<file path="config.mk">
export PLATFORM = sky130hd
export DESIGN_NAME = reg_file
export DESIGN_NICKNAME = d
export VERILOG_FILES = /design/src/rv_isa_pkg.sv /design/src/core_pipe_pkg.sv /design/src/reg_file.sv
export SDC_FILE = /design/constraint.sdc
export NUM_CORES = 2
export LEC_CHECK = 0
export BUFFER_PORTS_ARGS = -buffer_cell sky130_fd_sc_hd__buf_2
export CELL_PAD_IN_SITES_DETAIL_PLACEMENT = 1
export CELL_PAD_IN_SITES_GLOBAL_PLACEMENT = 1
export CORE_MARGIN = 2
export CORE_UTILIZATION = 25
export DETAILED_ROUTE_END_ITERATION = 12
export PLACE_DENSITY_LB_ADDON = 0.25
export SLEW_MARGIN = 40
export SYNTH_ARGS = -nofsm -noshare
export SYNTH_HDL_FRONTEND = slang
export SYNTH_SLANG_ARGS = --single-unit
</file>
<file path="constraint.sdc">
create_clock -name clk -period 3.1 [get_ports clk]
set_clock_uncertainty 0.15 [all_clocks]
set_input_delay 0.155 -clock clk [delete_from_list [all_inputs] [get_ports clk]]
set_output_delay 0.155 -clock clk [all_outputs]
set_load 0.02 [all_outputs]
</file>
<file path="src/rv_isa_pkg.sv">
/* RV32I encodings for the register and immediate ALU instructions.
   Imported by the decode and execute logic of the core. */
package rv_isa_pkg;

    localparam int XLEN       = 32;
    localparam int ILEN       = 32;
    localparam int REG_ADDR_W = 5;
    localparam int NUM_REGS   = 32;

    localparam logic [6:0] OPC_OP     = 7'b0110011;
    localparam logic [6:0] OPC_OP_IMM = 7'b0010011;

    localparam logic [2:0] F3_ADD_SUB = 3'b000;
    localparam logic [2:0] F3_SLL     = 3'b001;
    localparam logic [2:0] F3_SLT     = 3'b010;
    localparam logic [2:0] F3_SLTU    = 3'b011;
    localparam logic [2:0] F3_XOR     = 3'b100;
    localparam logic [2:0] F3_SRL_SRA = 3'b101;
    localparam logic [2:0] F3_OR      = 3'b110;
    localparam logic [2:0] F3_AND     = 3'b111;

    // Selects SUB over ADD and SRA over SRL
    localparam logic [6:0] FUNCT7_ALT = 7'b0100000;

    typedef enum logic [3:0] {
        ALU_ADD  = 4'd0,
        ALU_SUB  = 4'd1,
        ALU_SLL  = 4'd2,
        ALU_SLT  = 4'd3,
        ALU_SLTU = 4'd4,
        ALU_XOR  = 4'd5,
        ALU_SRL  = 4'd6,
        ALU_SRA  = 4'd7,
        ALU_OR   = 4'd8,
        ALU_AND  = 4'd9
    } alu_op_e;

    typedef struct packed {
        logic [6:0]            funct7;
        logic [REG_ADDR_W-1:0] rs2;
        logic [REG_ADDR_W-1:0] rs1;
        logic [2:0]            funct3;
        logic [REG_ADDR_W-1:0] rd;
        logic [6:0]            opcode;
    } r_fmt_t;

    typedef struct packed {
        logic [11:0]           imm;
        logic [REG_ADDR_W-1:0] rs1;
        logic [2:0]            funct3;
        logic [REG_ADDR_W-1:0] rd;
        logic [6:0]            opcode;
    } i_fmt_t;

    // Same word seen as R-type or I-type
    typedef union packed {
        r_fmt_t r;
        i_fmt_t i;
    } rv_instr_u;

endpackage

</file>
<file path="src/core_pipe_pkg.sv">
/* Lane count, PC width and the records that move between issue, execute,
   retire and the register file. */
package core_pipe_pkg;

    import rv_isa_pkg::*;

    localparam int NUM_LANES = 2;
    localparam int PC_WIDTH  = 32;

    // Issued instruction with its operands already read
    typedef struct packed {
        logic                  valid;
        logic [PC_WIDTH-1:0]   pc;
        alu_op_e               alu_op;
        logic [XLEN-1:0]       a;
        logic [XLEN-1:0]       b;
        logic [REG_ADDR_W-1:0] rd;
        logic                  wen;
    } issue_slot_t;

    typedef struct packed {
        logic                  valid;
        logic [PC_WIDTH-1:0]   pc;
        logic [REG_ADDR_W-1:0] rd;
        logic                  wen;
        logic [XLEN-1:0]       result;
    } lane_result_t;

    // Visible completion record, wen low for x0 and non-writing ops
    typedef struct packed {
        logic                  valid;
        logic [PC_WIDTH-1:0]   pc;
        logic [REG_ADDR_W-1:0] rd;
        logic                  wen;
        logic [XLEN-1:0]       data;
    } retire_t;

    typedef struct packed {
        logic                  wen;
        logic [REG_ADDR_W-1:0] addr;
        logic [XLEN-1:0]       data;
    } rf_write_t;

endpackage

</file>
<file path="src/reg_file.sv">
/* Integer register file, four combinational reads and two writes per cycle.
   Reads see a write to the same register in the same cycle. */
module reg_file (
    input  logic                                    clk,
    input  logic                                    rst_n,
    input  logic [rv_isa_pkg::REG_ADDR_W-1:0]       raddr [2*core_pipe_pkg::NUM_LANES],
    output logic [rv_isa_pkg::XLEN-1:0]             rdata [2*core_pipe_pkg::NUM_LANES],
    input  core_pipe_pkg::rf_write_t                wr    [core_pipe_pkg::NUM_LANES]
);
    import rv_isa_pkg::*;
    import core_pipe_pkg::*;

    // x0 has no storage
    logic [XLEN-1:0] regs [1:NUM_REGS-1];

    always_ff @(posedge clk or negedge rst_n) begin
        if (!rst_n) begin
            for (int r = 1; r < NUM_REGS; r++) begin
                regs[r] <= '0;
            end
        end else begin
            // Later port wins, so the younger lane lands last
            for (int w = 0; w < NUM_LANES; w++) begin
                if (wr[w].wen && wr[w].addr != '0) begin
                    regs[wr[w].addr] <= wr[w].data;
                end
            end
        end
    end

    always_comb begin
        for (int p = 0; p < 2 * NUM_LANES; p++) begin
            rdata[p] = '0;
            if (raddr[p] != '0) begin
                rdata[p] = regs[raddr[p]];
                for (int w = 0; w < NUM_LANES; w++) begin
                    if (wr[w].wen && wr[w].addr == raddr[p]) begin
                        rdata[p] = wr[w].data;
                    end
                end
            end
        end
    end

    // Retire filters x0 before it reaches here
    a_no_x0_write_0: assert property (@(posedge clk) disable iff (!rst_n)
        !(wr[0].wen && wr[0].addr == '0));
    a_no_x0_write_1: assert property (@(posedge clk) disable iff (!rst_n)
        !(wr[1].wen && wr[1].addr == '0));

endmodule

</file>
* Yosys cells after proc, flatten, opt, wreduce, memory -nomap -nowiden
Cells that the tools add are included.
Storage, ports and cells: register bits after elaboration 992, latch bits 0, RAM bits 0, ROM bits 0, input bits 98, output and inout port bits 128, logic and storage cells 103, memories 0
Cells by class: add/subtract/negate cells 0, multiply operators 0, div/mod/pow operators 0, magnitude comparators 8, eq/ne operators 8, shifts and indexed selects 0, multiplexer cells 32, bitwise logic cells 6, reductions and logical operators 18
Operators by type and width (count):
- $bwmux 992 | 2
- $mux 992 | 2
- $mux 32 | 22
- $bmux 32 s5 | 4
- $demux 32 s5 | 2
- $eq 5x5->1 | 8
- $ge 6x6->1 const B | 6
- $not 5->6 | 6
- $reduce_bool 5->1 | 6
- $logic_and 1x1->1 | 12
- $lt 6x1->1 const B | 2

* Logic depth before layout (Yosys ltp)
depth after elaboration 9, mapped depth 9, mapped depth without buffers 5

* Worst setup path before layout
No wires, ideal clock.
kind input port to output port, start point input raddr[10] (netlist bit), end point output rdata[86] (netlist bit), data arrival time 2.057 ns, data required time 2.795 ns, path slack 0.738 ns, stages 8, path buffers 3, cell sequence buf_4 > buf_6 > xnor2_1 > and2_1 > a21oi_2 > nand2b_1 > buf_2 > o41ai_1
RTL lines:
- start, declared | line reg_file.sv:6 | input logic [rv_isa_pkg::REG_ADDR_W-1:0] raddr [2*core_pipe_pkg::NUM_LANES],
- end, declared | line reg_file.sv:7 | output logic [rv_isa_pkg::XLEN-1:0] rdata [2*core_pipe_pkg::NUM_LANES],

==> results.json <==
{
  "status": "complete, but fails checks",
  "violations": "setup timing",
  "synth_edf_count": 0,
  "hold_class": "in -> reg",
  "clkTransAtPathRegs_ns": 0.06,
  "whs_ns": 0.05335,
  "cpLargestDelayFamily": "multiplexers",
  "netlist_area_mm2": 0.08211,
  "critPathMaxFanout": 5,
  "dp_hpwl_um": 344600,
  "synth_nets": 8575,
  "crit_path_cell_trace": "mux4_2 -> mux2_4 -> a211oi_4 -> buf_4 -> o41ai_4 -> buf_4",
  "instances_no_fill": 13280,
  "drtAntennaViolNets": 0,
  "first_global_vias": 83570,
  "ir_drop_mv": 0.4695,
  "path_class": "reg -> out",
  "fin_setup_tns_ns": -6.952,
  "yosysSeqAreaShare_pct": 30.23,
  "gp_congestion": 0.9577,
  "numCtsBuffers": 144,
  "initial_core_util_pct": 25.10,
  "overflow": 0,
  "vias": 83130,
  "cpPeakStageDelay_ns": 0.49,
  "finalSetupViolCount": 77,
  "fp.dieArea_mm2": 0.3330,
  "grt_max_degree": 81,
  "root_buffer": "clkbuf_16",
  "timing.fmax_ghz": 0.2906,
  "p_leak_nw": 42.72,
  "fp.coreArea_mm2": 0.3271,
  "grt_pass1_wl_um": 704600,
  "clock_sinks": 992,
  "synth_seq_cells": 992,
  "layout_common_cells": "mux2i_1, dfrtp_1, buf_4",
  "setup_ws_ns": -0.3408,
  "cp.required_ns": 2.79,
  "post-route-period-util_pct": 111.0,
  "synth-simple-area-share_pct": 9.230,
  "tightest_slew_ns": 0.9362,
  "top_regs": "regs (992)",
  "synth_xor_area_share_pct": 0.4267,
  "total_power_mw": 63.11,
  "wire_per_inst_um": 38.76,
  "cts_tree": "built",
  "cp.buffers_inverters": 2,
  "synth.avg_cell_area_um2": 9.686,
  "slew_violations": 0,
  "routed_wl_um": 514600,
  "regMostFlops": "regs",
  "postLayoutCoreUtil_pct": 32.14,
  "nets": 8929,
  "synth-compound-area-share_pct": 17.48,
  "synth_top_family_by_area": "multiplexers",
  "crit_slowest_cell": "mux4_2",
  "die-width_um": 577.1,
  "rsz0062_at_grt": "yes",
  "relSlewSlack_pct": 37.59,
  "dp_cells": 12850,
  "cp-end-kind": "primary output",
  "path_common_cell": "buf_4",
  "cp-start-kind": "flop",
  "synth_fa_ha_area_share_pct": 0,
  "antenna_found_initial": 35,
  "via_per_inst": 6.261,
  "yosysWarnings": 0,
  "initialDrtViolationCount": 9960,
  "drive_above_1_share_pct": 32.01,
  "io_buffers": 225,
  "final_hold_viol_count": 0,
  "drc": 0,
  "dieHeight_um": 577.1,
  "muxShareOfSynthArea_pct": 36.38,
  "syn_inst": 8477,
  "async_flop_share_pct": 100.0,
  "area.growth.synth_to_final_pct": 28.05,
  "ys.flop_type": "dfrtp_1",
  "maxCapViolations": 0,
  "final_common_cell": "mux2i_1",
  "cp_data_arrival_time_ns": 3.14,
  "grtUsageTotal_pct": 29.91,
  "dr.pass1.iters": 8,
  "io_pins": 226,
  "h-tree-depth": 4,
  "num_rows": 210,
  "clk_latency_ns": 0.82,
  "synth_cell_types": 68,
  "period_minus_slack_ns": 3.441,
  "power.density_mw_per_mm2": 600.3,
  "cts_buffer_depth": 4,
  "largest_reg_flops": 992
}
==> layer usage <==
metal / routed length (um) / track usage [%]
met1: 206400 / 38.48
met2: 223400 / 45.39
met3: 46760 / 6.961
met4: 37990 / 18.16
met5: 72 / 0
==> worst reg2reg max path, delay by kind of cell, from the launching register on <==
family | cells | cell delay (ns)
flops | 1 | 0.46
compound gates | 1 | 0.10
buf+inv | 2 | 0.77
mux | 1 | 0.12
==> report_power, final <==
part	internal [mW]	leakage (nW)	switching [mW]
sequential	16.5	11.9	5.27
combinational	12.0	28.6	12.3
clock	9.97	2.24	7.12
total	38.4	42.7	24.7
==> metrics by stage <==
step / area (um^2) / setup WS [ns]
2_1_floorplan: 82110 / 0.7382
3_3_place_gp: 93620 / -0.9015
3_5_place_dp: 93740 / -0.3868
4_1_cts: 103800 / -0.2975
5_1_grt: 105100 / -0.3288
6_report: 105100 / -0.3408
==> final cells by class <==
class,instances,area (um^2)
antenna,7,17.52
clock buffer,204,4135
clock inverter,36,415.4
fill,36270,222000
inverter,3,11.26
multi-input combinational,6375,57160
sequential,992,24990
tap,4346,5438
timing repair buffer,1315,12980
==> kinds of logic after synthesis <==
kind of cell	after synthesis
and+or+nand+nor	1716
DFF	992
muxes	2394
AOI/OAI and AO/OA	2225
buffers and inverters	1110
xor gates and xnor gates	40
==> path summary, 6_finish.rpt <==
kind                            from         to  slack, ns  cells after the start
max in group asynchronous      rst_n  regs[578]       1.92                      4
min in group asynchronous      rst_n  regs[217]       0.16                      3
hold reg to reg            regs[859]  regs[859]       0.48                      2
setup reg to reg           regs[167]  regs[167]       1.39                      4
hold / removal                wr[33]  regs[830]       0.05                      5
setup / recovery           regs[613]   rdata[5]      -0.34                      6
==> synthesized netlist by cell type, types with 112 or more instances <==
| cell type | n | area (um^2) |
|---|---|---|
| a221oi_1 | 113 | 989.7 |
| nand2_1 | 481 | 1805 |
| buf_4 | 112 | 840.8 |
| a32oi_1 | 304 | 2663 |
| o22ai_1 | 447 | 2796 |
| nor2_1 | 674 | 2530 |
| dfrtp_1 | 992 | 24820 |
| clkbuf_1 | 630 | 2365 |
| o21ai_0 | 326 | 1632 |
| mux2i_1 | 1628 | 16300 |
| a21oi_1 | 630 | 3153 |
| mux4_2 | 438 | 9864 |
| buf_2 | 253 | 1266 |
| nor3_1 | 311 | 1556 |
| nor2b_1 | 129 | 807.0 |
| mux2_2 | 327 | 3682 |
==> timing repair <==
item / 4_1_cts / 5_1_grt
resized for setup: 787 / 281
pin swaps: 193 / 116
hold buffers: 100 / 0
setup buffers: 127 / 49
endpoints found under the hold margin: 1796 / 0
setup endpoints to repair: 123 / 127
No activity file was read; power rests on OpenSTA's default activity.
