<file path="config.mk">
export PLATFORM = sky130hd
export DESIGN_NAME = alu_lane
export DESIGN_NICKNAME = d
export VERILOG_FILES = /design/src/rv_isa_pkg.sv /design/src/core_pipe_pkg.sv /design/src/alu_lane.sv
export SDC_FILE = /design/constraint.sdc
export NUM_CORES = 1
export LEC_CHECK = 0
export ABC_CLOCK_PERIOD_IN_PS = 800
export BUFFER_PORTS_ARGS = -buffer_cell sky130_fd_sc_hd__clkbuf_2
export CAP_MARGIN = 30
export CORE_ASPECT_RATIO = 2
export CORE_UTILIZATION = 40
export CTS_BUF_LIST = sky130_fd_sc_hd__clkbuf_4 sky130_fd_sc_hd__clkbuf_8
export CTS_CLUSTER_DIAMETER = 100
export DETAILED_ROUTE_END_ITERATION = 6
export GPL_ROUTABILITY_DRIVEN = 0
export PLACE_DENSITY = 0.59
export SYNTH_ARGS = -nofsm -noshare
export SYNTH_HDL_FRONTEND = slang
export SYNTH_SLANG_ARGS = --single-unit
</file>
<file path="constraint.sdc">
create_clock -name clk -period 0.8 [get_ports clk]
set_input_delay 0.16 -clock clk [delete_from_list [all_inputs] [get_ports clk]]
set_output_delay 0.16 -clock clk [all_outputs]
set_load 0.02 [all_outputs]
</file>
<file path="src/rv_isa_pkg.sv">
/* RV32I encodings for the register and immediate ALU instructions.
   Imported by the decode and execute logic of the core. */
package rv_isa_pkg;

    localparam int XLEN       = 32;
    localparam int ILEN       = 32;
    localparam int REG_ADDR_W = 5;
    localparam int NUM_REGS   = 32;

    localparam logic [6:0] OPC_OP     = 7'b0110011;
    localparam logic [6:0] OPC_OP_IMM = 7'b0010011;

    localparam logic [2:0] F3_ADD_SUB = 3'b000;
    localparam logic [2:0] F3_SLL     = 3'b001;
    localparam logic [2:0] F3_SLT     = 3'b010;
    localparam logic [2:0] F3_SLTU    = 3'b011;
    localparam logic [2:0] F3_XOR     = 3'b100;
    localparam logic [2:0] F3_SRL_SRA = 3'b101;
    localparam logic [2:0] F3_OR      = 3'b110;
    localparam logic [2:0] F3_AND     = 3'b111;

    // Selects SUB over ADD and SRA over SRL
    localparam logic [6:0] FUNCT7_ALT = 7'b0100000;

    typedef enum logic [3:0] {
        ALU_ADD  = 4'd0,
        ALU_SUB  = 4'd1,
        ALU_SLL  = 4'd2,
        ALU_SLT  = 4'd3,
        ALU_SLTU = 4'd4,
        ALU_XOR  = 4'd5,
        ALU_SRL  = 4'd6,
        ALU_SRA  = 4'd7,
        ALU_OR   = 4'd8,
        ALU_AND  = 4'd9
    } alu_op_e;

    typedef struct packed {
        logic [6:0]            funct7;
        logic [REG_ADDR_W-1:0] rs2;
        logic [REG_ADDR_W-1:0] rs1;
        logic [2:0]            funct3;
        logic [REG_ADDR_W-1:0] rd;
        logic [6:0]            opcode;
    } r_fmt_t;

    typedef struct packed {
        logic [11:0]           imm;
        logic [REG_ADDR_W-1:0] rs1;
        logic [2:0]            funct3;
        logic [REG_ADDR_W-1:0] rd;
        logic [6:0]            opcode;
    } i_fmt_t;

    // Same word seen as R-type or I-type
    typedef union packed {
        r_fmt_t r;
        i_fmt_t i;
    } rv_instr_u;

endpackage

</file>
<file path="src/core_pipe_pkg.sv">
/* Lane count, PC width and the records that move between issue, execute,
   retire and the register file. */
package core_pipe_pkg;

    import rv_isa_pkg::*;

    localparam int NUM_LANES = 2;
    localparam int PC_WIDTH  = 32;

    // Issued instruction with its operands already read
    typedef struct packed {
        logic                  valid;
        logic [PC_WIDTH-1:0]   pc;
        alu_op_e               alu_op;
        logic [XLEN-1:0]       a;
        logic [XLEN-1:0]       b;
        logic [REG_ADDR_W-1:0] rd;
        logic                  wen;
    } issue_slot_t;

    typedef struct packed {
        logic                  valid;
        logic [PC_WIDTH-1:0]   pc;
        logic [REG_ADDR_W-1:0] rd;
        logic                  wen;
        logic [XLEN-1:0]       result;
    } lane_result_t;

    // Visible completion record, wen low for x0 and non-writing ops
    typedef struct packed {
        logic                  valid;
        logic [PC_WIDTH-1:0]   pc;
        logic [REG_ADDR_W-1:0] rd;
        logic                  wen;
        logic [XLEN-1:0]       data;
    } retire_t;

    typedef struct packed {
        logic                  wen;
        logic [REG_ADDR_W-1:0] addr;
        logic [XLEN-1:0]       data;
    } rf_write_t;

endpackage

</file>
<file path="src/alu_lane.sv">
/* One integer execution lane. Computes the slot's ALU operation and
   registers the result with its destination for retirement. */
module alu_lane (
    input  logic                         clk,
    input  logic                         rst_n,
    input  core_pipe_pkg::issue_slot_t   slot,
    output core_pipe_pkg::lane_result_t  result
);
    import rv_isa_pkg::*;
    import core_pipe_pkg::*;

    logic [4:0]      shamt;
    logic [XLEN-1:0] alu_res;

    always_comb begin
        // Shift amount comes from the low bits of either register or immediate
        shamt = slot.b[4:0];
        case (slot.alu_op)
            ALU_ADD:  alu_res = slot.a + slot.b;
            ALU_SUB:  alu_res = slot.a - slot.b;
            ALU_SLL:  alu_res = slot.a << shamt;
            ALU_SLT:  alu_res = XLEN'($signed(slot.a) < $signed(slot.b));
            ALU_SLTU: alu_res = XLEN'(slot.a < slot.b);
            ALU_XOR:  alu_res = slot.a ^ slot.b;
            ALU_SRL:  alu_res = slot.a >> shamt;
            ALU_SRA:  alu_res = $signed(slot.a) >>> shamt;
            ALU_OR:   alu_res = slot.a | slot.b;
            ALU_AND:  alu_res = slot.a & slot.b;
            default:  alu_res = '0;
        endcase
    end

    always_ff @(posedge clk or negedge rst_n) begin
        if (!rst_n) begin
            result <= '0;
        end else begin
            result.valid  <= slot.valid;
            result.pc     <= slot.pc;
            result.rd     <= slot.rd;
            result.wen    <= slot.wen;
            result.result <= alu_res;
        end
    end

endmodule

</file>
Yosys cells after proc, flatten, opt, wreduce, memory -nomap -nowiden
Cells that the tools add are included.
{ "classes": {"add_sub_neg": 2, "n_bitwise": 3, "n_eq_ne": 9, "mux": 1, "shift": 3, "order_cmp": 2, "n_reduce_logical": 1} }
{ "op_table": {"columns": ["op", "n"], "rows": [
  ["32-bit one-hot mux with 10 select lines", 1],
  ["32-bit < comparator", 2],
  ["32-bit adder", 1],
  ["32-bit bitwise AND", 1],
  ["32-bit bitwise OR", 1],
  ["32-bit by 5-bit left shift with 32-bit output", 1],
  ["32-bit by 5-bit right shift with 32-bit output", 1],
  ["32-bit by 5-bit >>> shifter with 32-bit output", 1],
  ["32-bit subtractor", 1],
  ["32-bit bitwise XOR", 1],
  ["4-bit by 3-bit equality test with 1-bit output (second input constant)", 4],
  ["4-bit by 2-bit equality test with 1-bit output (second input constant)", 2],
  ["4-bit equality test (second input constant)", 2],
  ["4-bit by 1-bit equality test with 1-bit output (second input constant)", 1],
  ["4-bit zero test", 1]
]} }
{ "totals": {"inputBits": 109, "word_cells": 26, "output_inout_bits": 71, "ff_bits": 71} }

Depth between registers and ports, before layout
{ "logic_depth": {"ltp_word": 2, "mapped_depth": 15, "mapped_depth_nobuf": 13} }

Worst setup path after synthesis
OpenSTA, ideal clock, no wires.
{ "synth_timing": {"kind": "input-to-reg", "from": "input port slot[8] (netlist name)", "to": "register result[0] (netlist name)", "t_arrival_ns": 3.242, "path_stages": 15, "setup_ns": 0.126, "n_path_buf": 4, "slack_ns": -2.568, "path_cell_list": "clkbuf_1 inv_2 buf_1 clkbuf_1 ha_1 buf_6 nor2b_1 o21ai_1 a31oi_2 a21oi_2 o32ai_2 a221o_2 a31oi_1 or3b_1 a221o_1"} }
{ "synth_between": {"elab_chain_len": 2, "word_cells_on_any_way": 6, "classes_between": "2 x order compare; 3 x shift; 1 x mux"} }
{ "synth_lines": {"columns": ["item", "line", "rtl"], "rows": [
  ["from (decl)", "alu_lane.sv:6", "input core_pipe_pkg::issue_slot_t slot,"],
  ["32-bit < comparator (tied with other cells)", "alu_lane.sv:23", "ALU_SLTU: alu_res = XLEN'(slot.a < slot.b);"],
  ["32-bit one-hot mux with 10 select lines *", "alu_lane.sv:18", "case (slot.alu_op)"],
  ["via alu_res[0]", "alu_lane.sv:13", "logic [XLEN-1:0] alu_res;"],
  ["to (decl)", "alu_lane.sv:7", "output core_pipe_pkg::lane_result_t result"]
]} }
Mark *: on every way through the listed nets, which the timed path passes. The rest lies on a longest branch.

Final worst setup path
{ "layout_timing": {"from": "input port slot[38] (netlist name)", "to": "register result[28] (netlist name)"} }
{ "layout_between": {"elab_chain_len": 2, "word_cells_on_any_way": 6, "classes_between": "2 x add/sub; 3 x shift; 1 x mux"} }
{ "layout_lines": {"columns": ["item", "line", "rtl"], "rows": [
  ["32-bit subtractor (tied with other cells)", "alu_lane.sv:20", "ALU_SUB: alu_res = slot.a - slot.b;"],
  ["32-bit one-hot mux with 10 select lines *", "alu_lane.sv:18", null],
  ["via alu_res[28]", "alu_lane.sv:13", null]
]} }
Marked as above.

==> flow_summary_export.csv <==
group,metric,value,unit
run_status,status,"finished, violations left",
run_status,violations,"DRC, setup timing",
timing,rsz0062_at_grt,"true",
drt,firstDrtPassIters,7,
worst_hold_path,hold_path.class,"in -> async",
setup_path,slowest_delay,0.42,ns
drt,routedWlPerCell,25.17,um
synth,synth_cells,1270,
synth,yosysTopAreaCellShare,17.13,%
cts,htreeDepth,3,
drt,drt_iter0_drc,1504,
placed_design,preCtsSetupSlack,-2.238,ns
drt,drc,8,
global_routing,gr-usage-all-layers,41.44,%
timing,max_freq,410.1,MHz
drt,ant_nets,0,
placed_design,port_buffers,179,
cts,root_buffer,"clkbuf_8",
global_routing,grt_antenna_before_repair,1,
timing,slew_viol_final,0,
pwr,total_power,19.79,mW
drt,vias_per_cell,6.261,
synth,synth_flop_cell,"dfrtp_1",
synth,synth_nets,1478,
die,core-area,25550,sq um
setup_path,critical_path_class,"in -> reg",
synth,yosys-top-cells-count,"nor2_1 (148), a21oi_1 (111), ha_1 (97)",
timing,layout_setup_ws,-1.638,ns
finish,reg_top3,"result x71",
synth,syn_area_per_cell,8.165,sq um
timing,maxSlewHeadroom,42.09,%
setup_path,crit_slowest_cell,"a221o_2",
global_routing,grt_overflow,0,
setup_path,crit_arrival,2.77,ns
placed_design,dp_hpwl,39990,um
die,die_w,115.9,um
cts,cts_tree,"built",
timing,fin_crit,2.438,ns
setup_path,cp-start-kind,"primary input",
synth,synth_cell_type_count,94,
drt,vias,14182,
timing,fin_crit_sh,304.8,%
finish,drive_gt1_share,51.92,%
die,start_util,40.59,%
pwr,peakVddDrop,0.7747,mV
pwr,power_density,1110,nW/um^2
die,pin_count,180,
synth,synth.area.top_cells,"dfrtp_1 (17%), ha_1 (12%), mux4_2 (10%)",
finish,synthToLayoutAreaGrowth,71.91,%
synth,synth_most_common_cell,"nor2_1",
finish,nNetsFinal,2127,
cts,path_clk_slew,0.11,ns
finish,largest-register,"result",
global_routing,grt_max_degree,56,
setup_path,required,1.13,ns
finish,largest_reg_flops,71,
flow_run,cap_viol_max_count,0,
pwr,leakage,8.275,nW
cts,clock_path_buffers,2,
synth,ys_ff_latch,71,
synth,async_flop_share,100.0,%
timing,tns,-67.07,ns
die,die-height,229.7,um
timing,setup-violations-final,103,
timing,hold_slack,0.07154,ns
synth,yosysTopAreaCell,"dfrtp_1",
drt,drt_wl_total,57000,um
die,die_area,26610,sq um
synth,synth_edf_count,0,
setup_path,cp_cell_sequence,"buf_8 -> inv_4 -> ha_4 -> inv_2 -> fa_2 -> nor2b_4 -> o21ai_4 -> a31oi_4 -> a21oi_4 -> o32ai_4 -> a221o_2 -> buf_6 -> a221oi_4 -> xnor2_1 -> o221ai_2",
setup_path,worstPathMaxFanout,3,
cts,numCtsBuffers,9,
synth,synth_area,10370,sq um
timing,worst_pin_slew,0.8686,ns
synth,seq_area_frac_synth,17.13,%
global_routing,grt_pass1_wl,79910,um
finish,finish.utilization,69.78,%
finish,nFillCells,1977,
synth,yosysWarnings,0,
setup_path,end_kind,"flip-flop",
global_routing,grt_pass1_vias,13756,
die,fp-row-count,83,
timing,hold_violations,0,
cts,clock_sinks,71,
[what timing repair did]
item / CTS / global route
pin swaps: 71 / 73
cloned: 3 / 0
setup buffers: 48 / 36
resized for setup: 174 / 368
endpoints found under the hold margin: 110 / 0
setup endpoints to repair: 103 / 103
hold buffers: 40 / 0
[cells by family (layout without fill, tap and decap cells)]
group | after synthesis | count (layout) | share of synthesized area [%]
adder cells (fa/ha/maj) | 99 | 99 | 12.09
AO/OA/AOI/OAI | 434 | 434 | 28.22
buffers and inverters | 197 | 851 | 9.109
other | 0 | 1 | 0
XOR/XNOR | 17 | 17 | 1.436
flip-flops | 71 | 71 | 17.13
multiplexers | 114 | 114 | 16.89
AND/OR/NAND/NOR | 338 | 338 | 15.12
[worst max path at each step]
stage	from	to	cells after the start
3_5_place_dp	slot[38]	result[28]	15
6_report	slot[38]	result[28]	15
2_1_floorplan	slot[8]	result[19]	15
5_1_grt	slot[38]	result[28]	15
4_1_cts	slot[38]	result[28]	15
3_3_place_gp	slot[38]	result[28]	15
[per-stage QoR]
stage,instances,area [sq um]
after detailed placement,2126,14690
after floorplan,1270,10680
after global placement,2126,14690
final,2265,17830
after global routing,2265,17830
after CTS,2230,16520
[where the power goes]
group	switching (mW)	internal, mW	leakage [nW]
logic	6.53	6.04	7.31
registers	0.194	3.88	0.864
clock network	1.91	1.22	0.100
total	8.64	11.2	8.27
[critical path: cells and delay by family]
| family | cells | cell delay [ns] |
|---|---|---|
| fa+ha+maj | 2 | 0.46 |
| compound gates | 7 | 1.51 |
| simple gates | 1 | 0.14 |
| buf+inv | 4 | 0.33 |
| xor+xnor | 1 | 0.17 |
[area by class of cell]
| cell class | instances | area [sq um] | area share [%] |
|---|---|---|---|
| Antenna cell | 1 | 2.502 | 0.01404 |
| Clock buffer | 9 | 123.9 | 0.6948 |
| Multi-Input combinational cell | 1002 | 8840 | 49.59 |
| Sequential cell | 71 | 1777 | 9.966 |
| Timing Repair Buffer | 738 | 6177 | 34.65 |
| Tap cell | 340 | 425.4 | 2.386 |
| Inverter | 97 | 410.4 | 2.302 |
| Clock inverter | 7 | 71.32 | 0.4001 |
[layout by cell type, fill, tap and decap left out, types with 9 or more instances in the layout]
cell and n:
o21ai_0 51, clkbuf_2 95, a21o_1 22, buf_6 113
nor2_1 135, nand2b_1 9, buf_12 11, nor3_1 27
a21oi_1 86, ha_1 68, buf_8 10, o211ai_1 18
a221oi_1 10, ha_4 21, or3_1 14, nand3_1 20
dfrtp_1 71, a21oi_2 25, xnor2_1 11, o21ai_1 37
dlygate4sd3_1 40, a31oi_1 11, o21bai_1 14, o21ai_2 16
nand4_1 10, a22oi_1 10, nand2_1 60, inv_1 71
nor2_2 12, mux2i_1 41, buf_4 460, mux4_2 48
inv_2 15, mux2i_2 13, clkbuf_8 9
[layer usage]
layer	vias to the layer above	GRT usage (%)	routed length, um
met2	1115	69.18	27380
met4	0	39.78	6625
met5	-	0	0
met1	6636	41.87	17460
met3	415	8.092	5534
li1	6016	-	-
Power figures use the tool's default switching activity.
