--- src/rv_isa_pkg.sv ---
/* RV32I encodings for the register and immediate ALU instructions.
   Imported by the decode and execute logic of the core. */
package rv_isa_pkg;

    localparam int XLEN       = 32;
    localparam int ILEN       = 32;
    localparam int REG_ADDR_W = 5;
    localparam int NUM_REGS   = 32;

    localparam logic [6:0] OPC_OP     = 7'b0110011;
    localparam logic [6:0] OPC_OP_IMM = 7'b0010011;

    localparam logic [2:0] F3_ADD_SUB = 3'b000;
    localparam logic [2:0] F3_SLL     = 3'b001;
    localparam logic [2:0] F3_SLT     = 3'b010;
    localparam logic [2:0] F3_SLTU    = 3'b011;
    localparam logic [2:0] F3_XOR     = 3'b100;
    localparam logic [2:0] F3_SRL_SRA = 3'b101;
    localparam logic [2:0] F3_OR      = 3'b110;
    localparam logic [2:0] F3_AND     = 3'b111;

    // Selects SUB over ADD and SRA over SRL
    localparam logic [6:0] FUNCT7_ALT = 7'b0100000;

    typedef enum logic [3:0] {
        ALU_ADD  = 4'd0,
        ALU_SUB  = 4'd1,
        ALU_SLL  = 4'd2,
        ALU_SLT  = 4'd3,
        ALU_SLTU = 4'd4,
        ALU_XOR  = 4'd5,
        ALU_SRL  = 4'd6,
        ALU_SRA  = 4'd7,
        ALU_OR   = 4'd8,
        ALU_AND  = 4'd9
    } alu_op_e;

    typedef struct packed {
        logic [6:0]            funct7;
        logic [REG_ADDR_W-1:0] rs2;
        logic [REG_ADDR_W-1:0] rs1;
        logic [2:0]            funct3;
        logic [REG_ADDR_W-1:0] rd;
        logic [6:0]            opcode;
    } r_fmt_t;

    typedef struct packed {
        logic [11:0]           imm;
        logic [REG_ADDR_W-1:0] rs1;
        logic [2:0]            funct3;
        logic [REG_ADDR_W-1:0] rd;
        logic [6:0]            opcode;
    } i_fmt_t;

    // Same word seen as R-type or I-type
    typedef union packed {
        r_fmt_t r;
        i_fmt_t i;
    } rv_instr_u;

endpackage

--- src/core_pipe_pkg.sv ---
/* Lane count, PC width and the records that move between issue, execute,
   retire and the register file. */
package core_pipe_pkg;

    import rv_isa_pkg::*;

    localparam int NUM_LANES = 2;
    localparam int PC_WIDTH  = 32;

    // Issued instruction with its operands already read
    typedef struct packed {
        logic                  valid;
        logic [PC_WIDTH-1:0]   pc;
        alu_op_e               alu_op;
        logic [XLEN-1:0]       a;
        logic [XLEN-1:0]       b;
        logic [REG_ADDR_W-1:0] rd;
        logic                  wen;
    } issue_slot_t;

    typedef struct packed {
        logic                  valid;
        logic [PC_WIDTH-1:0]   pc;
        logic [REG_ADDR_W-1:0] rd;
        logic                  wen;
        logic [XLEN-1:0]       result;
    } lane_result_t;

    // Visible completion record, wen low for x0 and non-writing ops
    typedef struct packed {
        logic                  valid;
        logic [PC_WIDTH-1:0]   pc;
        logic [REG_ADDR_W-1:0] rd;
        logic                  wen;
        logic [XLEN-1:0]       data;
    } retire_t;

    typedef struct packed {
        logic                  wen;
        logic [REG_ADDR_W-1:0] addr;
        logic [XLEN-1:0]       data;
    } rf_write_t;

endpackage

--- src/issue_unit.sv ---
/* Fetches an aligned instruction pair, decodes it, checks for hazards and
   registers up to two issue slots per cycle. Lane 0 always holds the older one. */
module issue_unit (
    input  logic                                clk,
    input  logic                                rst_n,
    output logic [core_pipe_pkg::PC_WIDTH-1:0]  imem_addr,
    input  logic [rv_isa_pkg::ILEN-1:0]         imem_data_0,
    input  logic [rv_isa_pkg::ILEN-1:0]         imem_data_1,
    input  logic                                imem_ready,
    output logic [rv_isa_pkg::REG_ADDR_W-1:0]   rf_raddr [2*core_pipe_pkg::NUM_LANES],
    input  logic [rv_isa_pkg::XLEN-1:0]         rf_rdata [2*core_pipe_pkg::NUM_LANES],
    output core_pipe_pkg::issue_slot_t          slots    [core_pipe_pkg::NUM_LANES]
);
    import rv_isa_pkg::*;
    import core_pipe_pkg::*;

    typedef struct packed {
        logic                  known;
        alu_op_e               op;
        logic                  use_rs1;
        logic                  use_rs2;
        logic                  is_imm;
        logic [REG_ADDR_W-1:0] rs1;
        logic [REG_ADDR_W-1:0] rs2;
        logic [REG_ADDR_W-1:0] rd;
        logic [XLEN-1:0]       imm;
    } dec_t;

    logic [PC_WIDTH-1:0]  pc_q;
    rv_instr_u            word      [NUM_LANES];
    dec_t                 dec       [NUM_LANES];
    logic [NUM_LANES-1:0] stall_hit;
    logic                 pair_dep;
    logic [NUM_LANES-1:0] issue;
    issue_slot_t          slot_d    [NUM_LANES];

    function automatic alu_op_e alu_sel(input logic [2:0] funct3, input logic alt);
        case (funct3)
            F3_ADD_SUB: return alt ? ALU_SUB : ALU_ADD;
            F3_SLL:     return ALU_SLL;
            F3_SLT:     return ALU_SLT;
            F3_SLTU:    return ALU_SLTU;
            F3_XOR:     return ALU_XOR;
            F3_SRL_SRA: return alt ? ALU_SRA : ALU_SRL;
            F3_OR:      return ALU_OR;
            default:    return ALU_AND;
        endcase
    endfunction

    function automatic dec_t decode(input rv_instr_u w);
        dec_t d;
        d        = '0;
        d.op     = ALU_ADD;
        d.rs1    = w.r.rs1;
        d.rs2    = w.r.rs2;
        d.rd     = w.r.rd;
        d.imm    = {{(XLEN-12){w.i.imm[11]}}, w.i.imm};
        case (w.r.opcode)
            OPC_OP: begin
                d.known   = 1'b1;
                d.use_rs1 = 1'b1;
                d.use_rs2 = 1'b1;
                d.op      = alu_sel(w.r.funct3, w.r.funct7 == FUNCT7_ALT);
            end
            OPC_OP_IMM: begin
                d.known   = 1'b1;
                d.use_rs1 = 1'b1;
                d.is_imm  = 1'b1;
                // Only SRAI carries the alternate bit, ADDI has a plain immediate there
                d.op      = alu_sel(w.i.funct3, w.i.funct3 == F3_SRL_SRA && w.i.imm[10]);
            end
            default: ;
        endcase
        return d;
    endfunction

    // Source still waiting in a slot register, one cycle before bypass can serve it
    function automatic logic in_slot(input logic [REG_ADDR_W-1:0] src);
        logic hit;
        hit = 1'b0;
        for (int l = 0; l < NUM_LANES; l++) begin
            if (slots[l].valid && slots[l].wen && slots[l].rd == src && src != '0) begin
                hit = 1'b1;
            end
        end
        return hit;
    endfunction

    assign word[0]   = imem_data_0;
    assign word[1]   = imem_data_1;
    assign imem_addr = pc_q;

    always_comb begin
        for (int l = 0; l < NUM_LANES; l++) begin
            dec[l]             = decode(word[l]);
            rf_raddr[2*l]      = dec[l].rs1;
            rf_raddr[2*l+1]    = dec[l].rs2;
            stall_hit[l]       = (dec[l].use_rs1 && in_slot(dec[l].rs1)) ||
                                 (dec[l].use_rs2 && in_slot(dec[l].rs2));
        end

        pair_dep = dec[0].known && dec[0].rd != '0 &&
                   ((dec[1].use_rs1 && dec[1].rs1 == dec[0].rd) ||
                    (dec[1].use_rs2 && dec[1].rs2 == dec[0].rd));

        issue[0] = imem_ready && !stall_hit[0];
        issue[1] = issue[0] && !pair_dep && !stall_hit[1];

        for (int l = 0; l < NUM_LANES; l++) begin
            slot_d[l].valid  = issue[l];
            slot_d[l].pc     = pc_q + PC_WIDTH'(4 * l);
            slot_d[l].alu_op = dec[l].op;
            slot_d[l].a      = rf_rdata[2*l];
            slot_d[l].b      = dec[l].is_imm ? dec[l].imm : rf_rdata[2*l+1];
            slot_d[l].rd     = dec[l].rd;
            slot_d[l].wen    = dec[l].known;
        end
    end

    always_ff @(posedge clk or negedge rst_n) begin
        if (!rst_n) begin
            pc_q <= '0;
            for (int l = 0; l < NUM_LANES; l++) begin
                slots[l] <= '0;
            end
        end else begin
            if (issue[1]) begin
                pc_q <= pc_q + PC_WIDTH'(8);
            end else if (issue[0]) begin
                pc_q <= pc_q + PC_WIDTH'(4);
            end
            for (int l = 0; l < NUM_LANES; l++) begin
                slots[l] <= slot_d[l];
            end
        end
    end

    a_slot_order: assert property (@(posedge clk) disable iff (!rst_n)
        slots[1].valid |-> slots[0].valid);

endmodule

--- config.mk ---
export PLATFORM = sky130hd
export DESIGN_NAME = issue_unit
export DESIGN_NICKNAME = d
export VERILOG_FILES = /design/src/rv_isa_pkg.sv /design/src/core_pipe_pkg.sv /design/src/issue_unit.sv
export SDC_FILE = /design/constraint.sdc
export NUM_CORES = 1
export LEC_CHECK = 0
export ABC_AREA = 0
export BUFFER_PORTS_ARGS = -buffer_cell sky130_fd_sc_hd__buf_2
export CAP_MARGIN = 40
export CORE_AREA = 2 2 179 181
export DETAILED_ROUTE_END_ITERATION = 8
export DIE_AREA = 0 0 181 183
export GPL_TIMING_DRIVEN = 0
export PLACE_DENSITY = 0.63
export SLEW_MARGIN = 20
export SYNTH_ARGS = -nofsm -noshare
export SYNTH_HDL_FRONTEND = slang
export SYNTH_SLANG_ARGS = --single-unit
--- constraint.sdc ---
create_clock -name clk -period 3.06 [get_ports clk]
set_input_delay 0.765 -clock clk [delete_from_list [all_inputs] [get_ports clk]]
set_output_delay 0.765 -clock clk [all_outputs]
set_load 0.01 [all_outputs]
# Word-level counts from Yosys, hierarchy flattened
# Cells that the tools add are included.
dict set report totals {
  ff_bits 246
  input_bits 195
  output_inout_bits 266
  wordCells 120
}
dict set report op_classes {
  n_addsub 2
  eq_ne 28
  mux 30
  reduce_logical 45
}
# operator n
set ops {}
lappend ops {{2-to-1 mux 32 bit} 4}
lappend ops {{case mux 4 bit (7 select lines)} 4}
lappend ops {{== test 5 bit} 10}
lappend ops {{adder 32 x 3 -> 32 bit, second input constant} 1}
lappend ops {{adder 32 x 4 -> 32 bit, second input constant} 1}
lappend ops {{logical AND 1 bit} 31}
lappend ops {{== test 7 x 6 -> 1 bit, second input constant} 4}
lappend ops {{nonzero test 5 bit} 5}
lappend ops {{case mux 6 bit (2 select lines)} 2}
lappend ops {{2-to-1 mux 1 bit} 20}
lappend ops {{== test 3 bit, second input constant} 6}
lappend ops {{== test 7 x 5 -> 1 bit, second input constant} 2}
lappend ops {{== test 3 x 2 -> 1 bit, second input constant} 4}
lappend ops {{== test 3 x 1 -> 1 bit, second input constant} 2}
lappend ops {{zero test 3 bit} 2}
lappend ops {{zero test 1 bit} 3}
lappend ops {{logical OR 1 bit} 3}
lappend ops {{nonzero test 2 bit} 1}

# Depth between registers and ports, before layout
dict set report depth {
  depth_word 12
  mapped_depth 11
  mapped_depth_nobuf 8
}

# Worst setup path before layout
# Ideal clock, no wire load.
dict set report synth_timing {
  path_type {input to register}
  startpoint {in imem_data_0[3] (netlist bit)}
  endpoint {reg pc_q[27], in the netlist imem_addr[27]}
  setup_ns 0.132
  t_arrival_ns 2.360
  required_ns 2.928
  setup_slack_ns 0.568
  path_stages 11
  n_path_buf 3
  path_cell_list {nor4b_1 -> nand3_1 -> inv_1 -> o21ai_1 -> o21a_1 -> buf_4 -> nand2_1 -> buf_2 -> buf_6 -> nor3_1 -> xor2_1}
}
# element line
set synth_rtl {}
lappend synth_rtl {{from (decl)} issue_unit.sv:7} ;# input logic [rv_isa_pkg::ILEN-1:0] imem_data_0,
lappend synth_rtl {{to (signal assigned)} issue_unit.sv:128} ;# pc_q <= pc_q + PC_WIDTH'(8);
lappend synth_rtl {{to (signal assigned)} issue_unit.sv:130} ;# pc_q <= pc_q + PC_WIDTH'(4);
lappend synth_rtl {{to (decl)} issue_unit.sv:29} ;# logic [PC_WIDTH-1:0] pc_q;

# Worst setup path in the final report
dict set report layout_timing {
  startpoint {reg slots[4] (netlist bit)}
  endpoint {reg pc_q[27], in the netlist imem_addr[27]}
}
dict set report layout_between {
  elab_chain_len 11
  word_cells_on_any_way 29
  cone_classes {eq/ne: 4; mux: 5; reduce/logical: 20}
}
# element line
set layout_rtl {}
lappend layout_rtl {{from (decl)} issue_unit.sv:12} ;# output core_pipe_pkg::issue_slot_t slots [core_pipe_pkg::NUM_LANES]
lappend layout_rtl {{from (signal, indexed assignment)} issue_unit.sv:133} ;# slots[l] <= slot_d[l];
lappend layout_rtl {{== test 5 bit} issue_unit.sv:82} ;# if (slots[l].valid && slots[l].wen && slots[l].rd == src && src != '0) begin
lappend layout_rtl {{logical AND 1 bit (2 in series)} issue_unit.sv:82}
lappend layout_rtl {{2-to-1 mux 1 bit} issue_unit.sv:82}
lappend layout_rtl {{logical AND 1 bit (on tied branches)} {issue_unit.sv:98, issue_unit.sv:99}}
lappend layout_rtl {{logical OR 1 bit} issue_unit.sv:98} ;# stall_hit[l] = (dec[l].use_rs1 && in_slot(dec[l].rs1)) ||
lappend layout_rtl {{zero test 1 bit} issue_unit.sv:106} ;# issue[0] = imem_ready && !stall_hit[0];
lappend layout_rtl {{logical AND 1 bit} issue_unit.sv:106}
lappend layout_rtl {{logical AND 1 bit (2 in series)} issue_unit.sv:107} ;# issue[1] = issue[0] && !pair_dep && !stall_hit[1];
lappend layout_rtl {{2-to-1 mux 32 bit or nonzero test 2 bit (tied branches)} -}
# Parallel ways exist; a longest one is shown, timed or not.
# A chain may end at the register's enable or synchronous reset.

==> flow_metrics.env <==
export IMPL_status="finished clean"
export IMPL_grt_pass1_wl_um=43610
export IMPL_area_delta_synth_final_pct=40.73
export IMPL_hold_violations=0
export IMPL_wl_um=28390
export IMPL_ys_seq_elements=240
export IMPL_synth_xor_area_share_pct=9.921
export IMPL_ioPinCount=461
export IMPL_placed_area_mm2=0.01222
export IMPL_grt_pass1_vias=7585
export IMPL_synth_edf_count=0
export IMPL_synth_top_area_share_pct=64.18
export IMPL_fin_worst_skew_ns=0.009652
export IMPL_grt_antenna_before_repair=0
export IMPL_grt_max_degree=96
export IMPL_syn_cell_area_mm2=0.009358
export IMPL_leakage_nw=6.870
export IMPL_synthFlopType="dfrtp_1"
export IMPL_final_setup_viol_count=0
export IMPL_cp_start_kind="flop"
export IMPL_grtUsageTotal_pct=16.80
export IMPL_min_period_over_period_pct=89.17
export IMPL_drc_errors=0
export IMPL_cts_sinks=240
export IMPL_cp_arrival_ns=3.13
export IMPL_first_pass_iters=4
export IMPL_h_tree_depth=1
export IMPL_clkSlewWorstSetupHoldPaths_ns=0.06
export IMPL_root_buffer="clkbuf_16"
export IMPL_reg2reg_depth=9
export IMPL_dp_cells=1571
export IMPL_synth_top_area_cell="dfrtp_1"
export IMPL_ys_warn_count=0
export IMPL_nNetsFinal=1396
export IMPL_place_ws_ns=-0.2709
export IMPL_cap_violations=0
export IMPL_rsz0062_at_grt="no"
export IMPL_fillers=3041
export IMPL_synth_area_top_cells="dfrtp_1, xor2_1, xnor2_1"
export IMPL_maxSlewHeadroom_pct=58.65
export IMPL_critPathKind="reg -> reg"
export IMPL_viasPerCell=4.408
export IMPL_synth_top_family_by_area="XOR/XNOR gates"
export IMPL_power_density_mw_per_mm2=603.6
export IMPL_hpwl_um=21640
export IMPL_finalWorstSetupSlack_ns=0.3314
export IMPL_multiInputGateArea_mm2=0.002810
export IMPL_overflow=0
export IMPL_end_kind="flop"
export IMPL_ant_nets=0
export IMPL_portBuffers=454
export IMPL_design_area_mm2=0.01317
export IMPL_worst_pin_slew_ns=0.6203
export IMPL_yosys_area_share_simple_pct=9.239
export IMPL_seq_area_frac_synth_pct=64.18
export IMPL_place_congestion=0.8063
export IMPL_fin_util_pct=42.17
export IMPL_syn_area_per_cell_um2=13.22
export IMPL_clockBufferDepth=3
export IMPL_fp_row_count=65
export IMPL_numCtsBuffers=28
export IMPL_fp_dieH_um=183
export IMPL_max_freq_mhz=366.5
export IMPL_regArea_mm2=0.006006
export IMPL_async_reset_ff_share_pct=100.0
export IMPL_synthMuxAreaShare_pct=3.182
export IMPL_synth_compound_area_share_pct=7.153
export IMPL_clock_latency_ns=0.53
export IMPL_cp_required_ns=3.46
export IMPL_hold_buffers=0
export IMPL_cts_tree="built"
export IMPL_die_w_um=181
export IMPL_final_cells=1622
export IMPL_synthDistinctLibCells=57
export IMPL_synth_most_common_cell="dfrtp_1"
export IMPL_worstHoldPathType="in -> async"
export IMPL_fin_crit_ns=2.729
export IMPL_drt_iter0_drc=375
export IMPL_tns_ns=0
export IMPL_core_mm2=0.03123
export IMPL_layout_drive_gt1_share_pct=49.63
export IMPL_die_area_mm2=0.03312
export IMPL_cp_max_fo=10
export IMPL_initial_core_util_pct=29.96
export IMPL_syn_inst=708
export IMPL_synthAdderAreaFrac_pct=0.2674
export IMPL_synth_common_cells="dfrtp_1, buf_4, xor2_1"
export IMPL_num_vias=7149
export IMPL_final_max_slew_viol_count=0
export IMPL_vdd_drop_max_v=0.0003949
export IMPL_wl_per_cell_um=17.50
## cells in the final DEF, fill, tap and decap left out, types with 4 or more instances in the layout
master	n
nor2_1	34
buf_2	458
inv_1	6
conb_1	6
clkinv_2	6
clkbuf_1	18
mux2i_1	5
xor2_1	54
a21oi_1	9
nand4_1	23
a211oi_1	7
clkbuf_8	7
or4_1	4
or3_1	4
nor3_1	11
nand2_1	23
clkbuf_16	29
mux2_2	22
and3_1	6
xnor2_1	52
o21ai_0	7
a21o_1	42
nand3_1	21
nor4_1	8
buf_4	57
dfrtp_1	240
nand2b_1	5
## final cells by class
cell class / instances / share of cell area [%]
flip-flops and latches: 240 / 45.61
multi-input cells: 386 / 21.34
repair buffers: 456 / 17.75
clock buffers: 39 / 6.328
plain buffers: 80 / 4.076
well taps: 402 / 3.819
clock inverters: 11 / 0.8646
inverters: 7 / 0.1995
diodes: 1 / 0.01900
## report_power, final
part	switching (mW)	internal (mW)	leakage (nW)
sequential	0.153	3.40	2.92
combinational	0.539	0.490	3.49
clock	1.31	2.06	0.468
## metal layers
metal | track usage [%] | up-vias | share of wire (%)
met1 | 21.47 | 3488 | 42
met2 | 28.85 | 269 | 50
met4 | 4.976 | 0 | 2.3
li1 | - | 3342 | -
met3 | 3.475 | 50 | 6.1
met5 | 0 | - | 0
## state kept, by name, indices dropped and copies added (netlist names)
signal,cells
slots,210
imem_addr,30
## final timing paths
path / startpoint / endpoint / slack [ns]
max in group asynchronous: rst_n / slots[99]$_DFF_PN0_ / 1.98
hold reg to reg: imem_addr[16]$_DFFE_PN0P_ / slots[197]$_DFF_PN0_ / 0.40
hold / removal: rst_n / slots[116]$_DFF_PN0_ / 0.19
setup reg to reg: slots[4]$_DFF_PN0_ / imem_addr[27]$_DFFE_PN0P_ / 0.33
setup / recovery: slots[4]$_DFF_PN0_ / imem_addr[27]$_DFFE_PN0P_ / 0.33
min in group clk: rf_rdata[121] / slots[170]$_DFF_PN0_ / 0.34
## critical path: stages, from the launching register on
cell     delay, ns
dfrtp_1       0.49
xnor2_1       0.21
nand4_1       0.11
o32ai_1       0.56
nand2_1       0.35
nand2_1       0.14
buf_2         0.30
buf_6         0.22
nor3_1        0.07
xor2_1        0.14
## kinds of logic (layout without fill, tap and decap cells)
group           Yosys count  count (layout)
compound gates           86              86
xor+xnor                106             106
fa+ha+maj                 2               2
buf+inv                  87             593
flops                   240             240
mux                      27              27
other cells               1               7
simple gates            159             159
## timing repair
item | 4_1_cts | 5_1_grt
setup buffers | 0 | 0
gates resized for setup | 0 | 1
endpoints found under the setup margin | 0 | 3
## per-stage QoR
stage | hold WS, ns | power (mW)
floorplan | 0.3732 | 4.056
global placement | 0.3962 | 4.626
detailed placement | 0.3959 | 4.657
CTS | 0.1865 | 8.074
global route | 0.2191 | 8.316
finish | 0.1853 | 7.948
(Power assumes the default switching activity.)
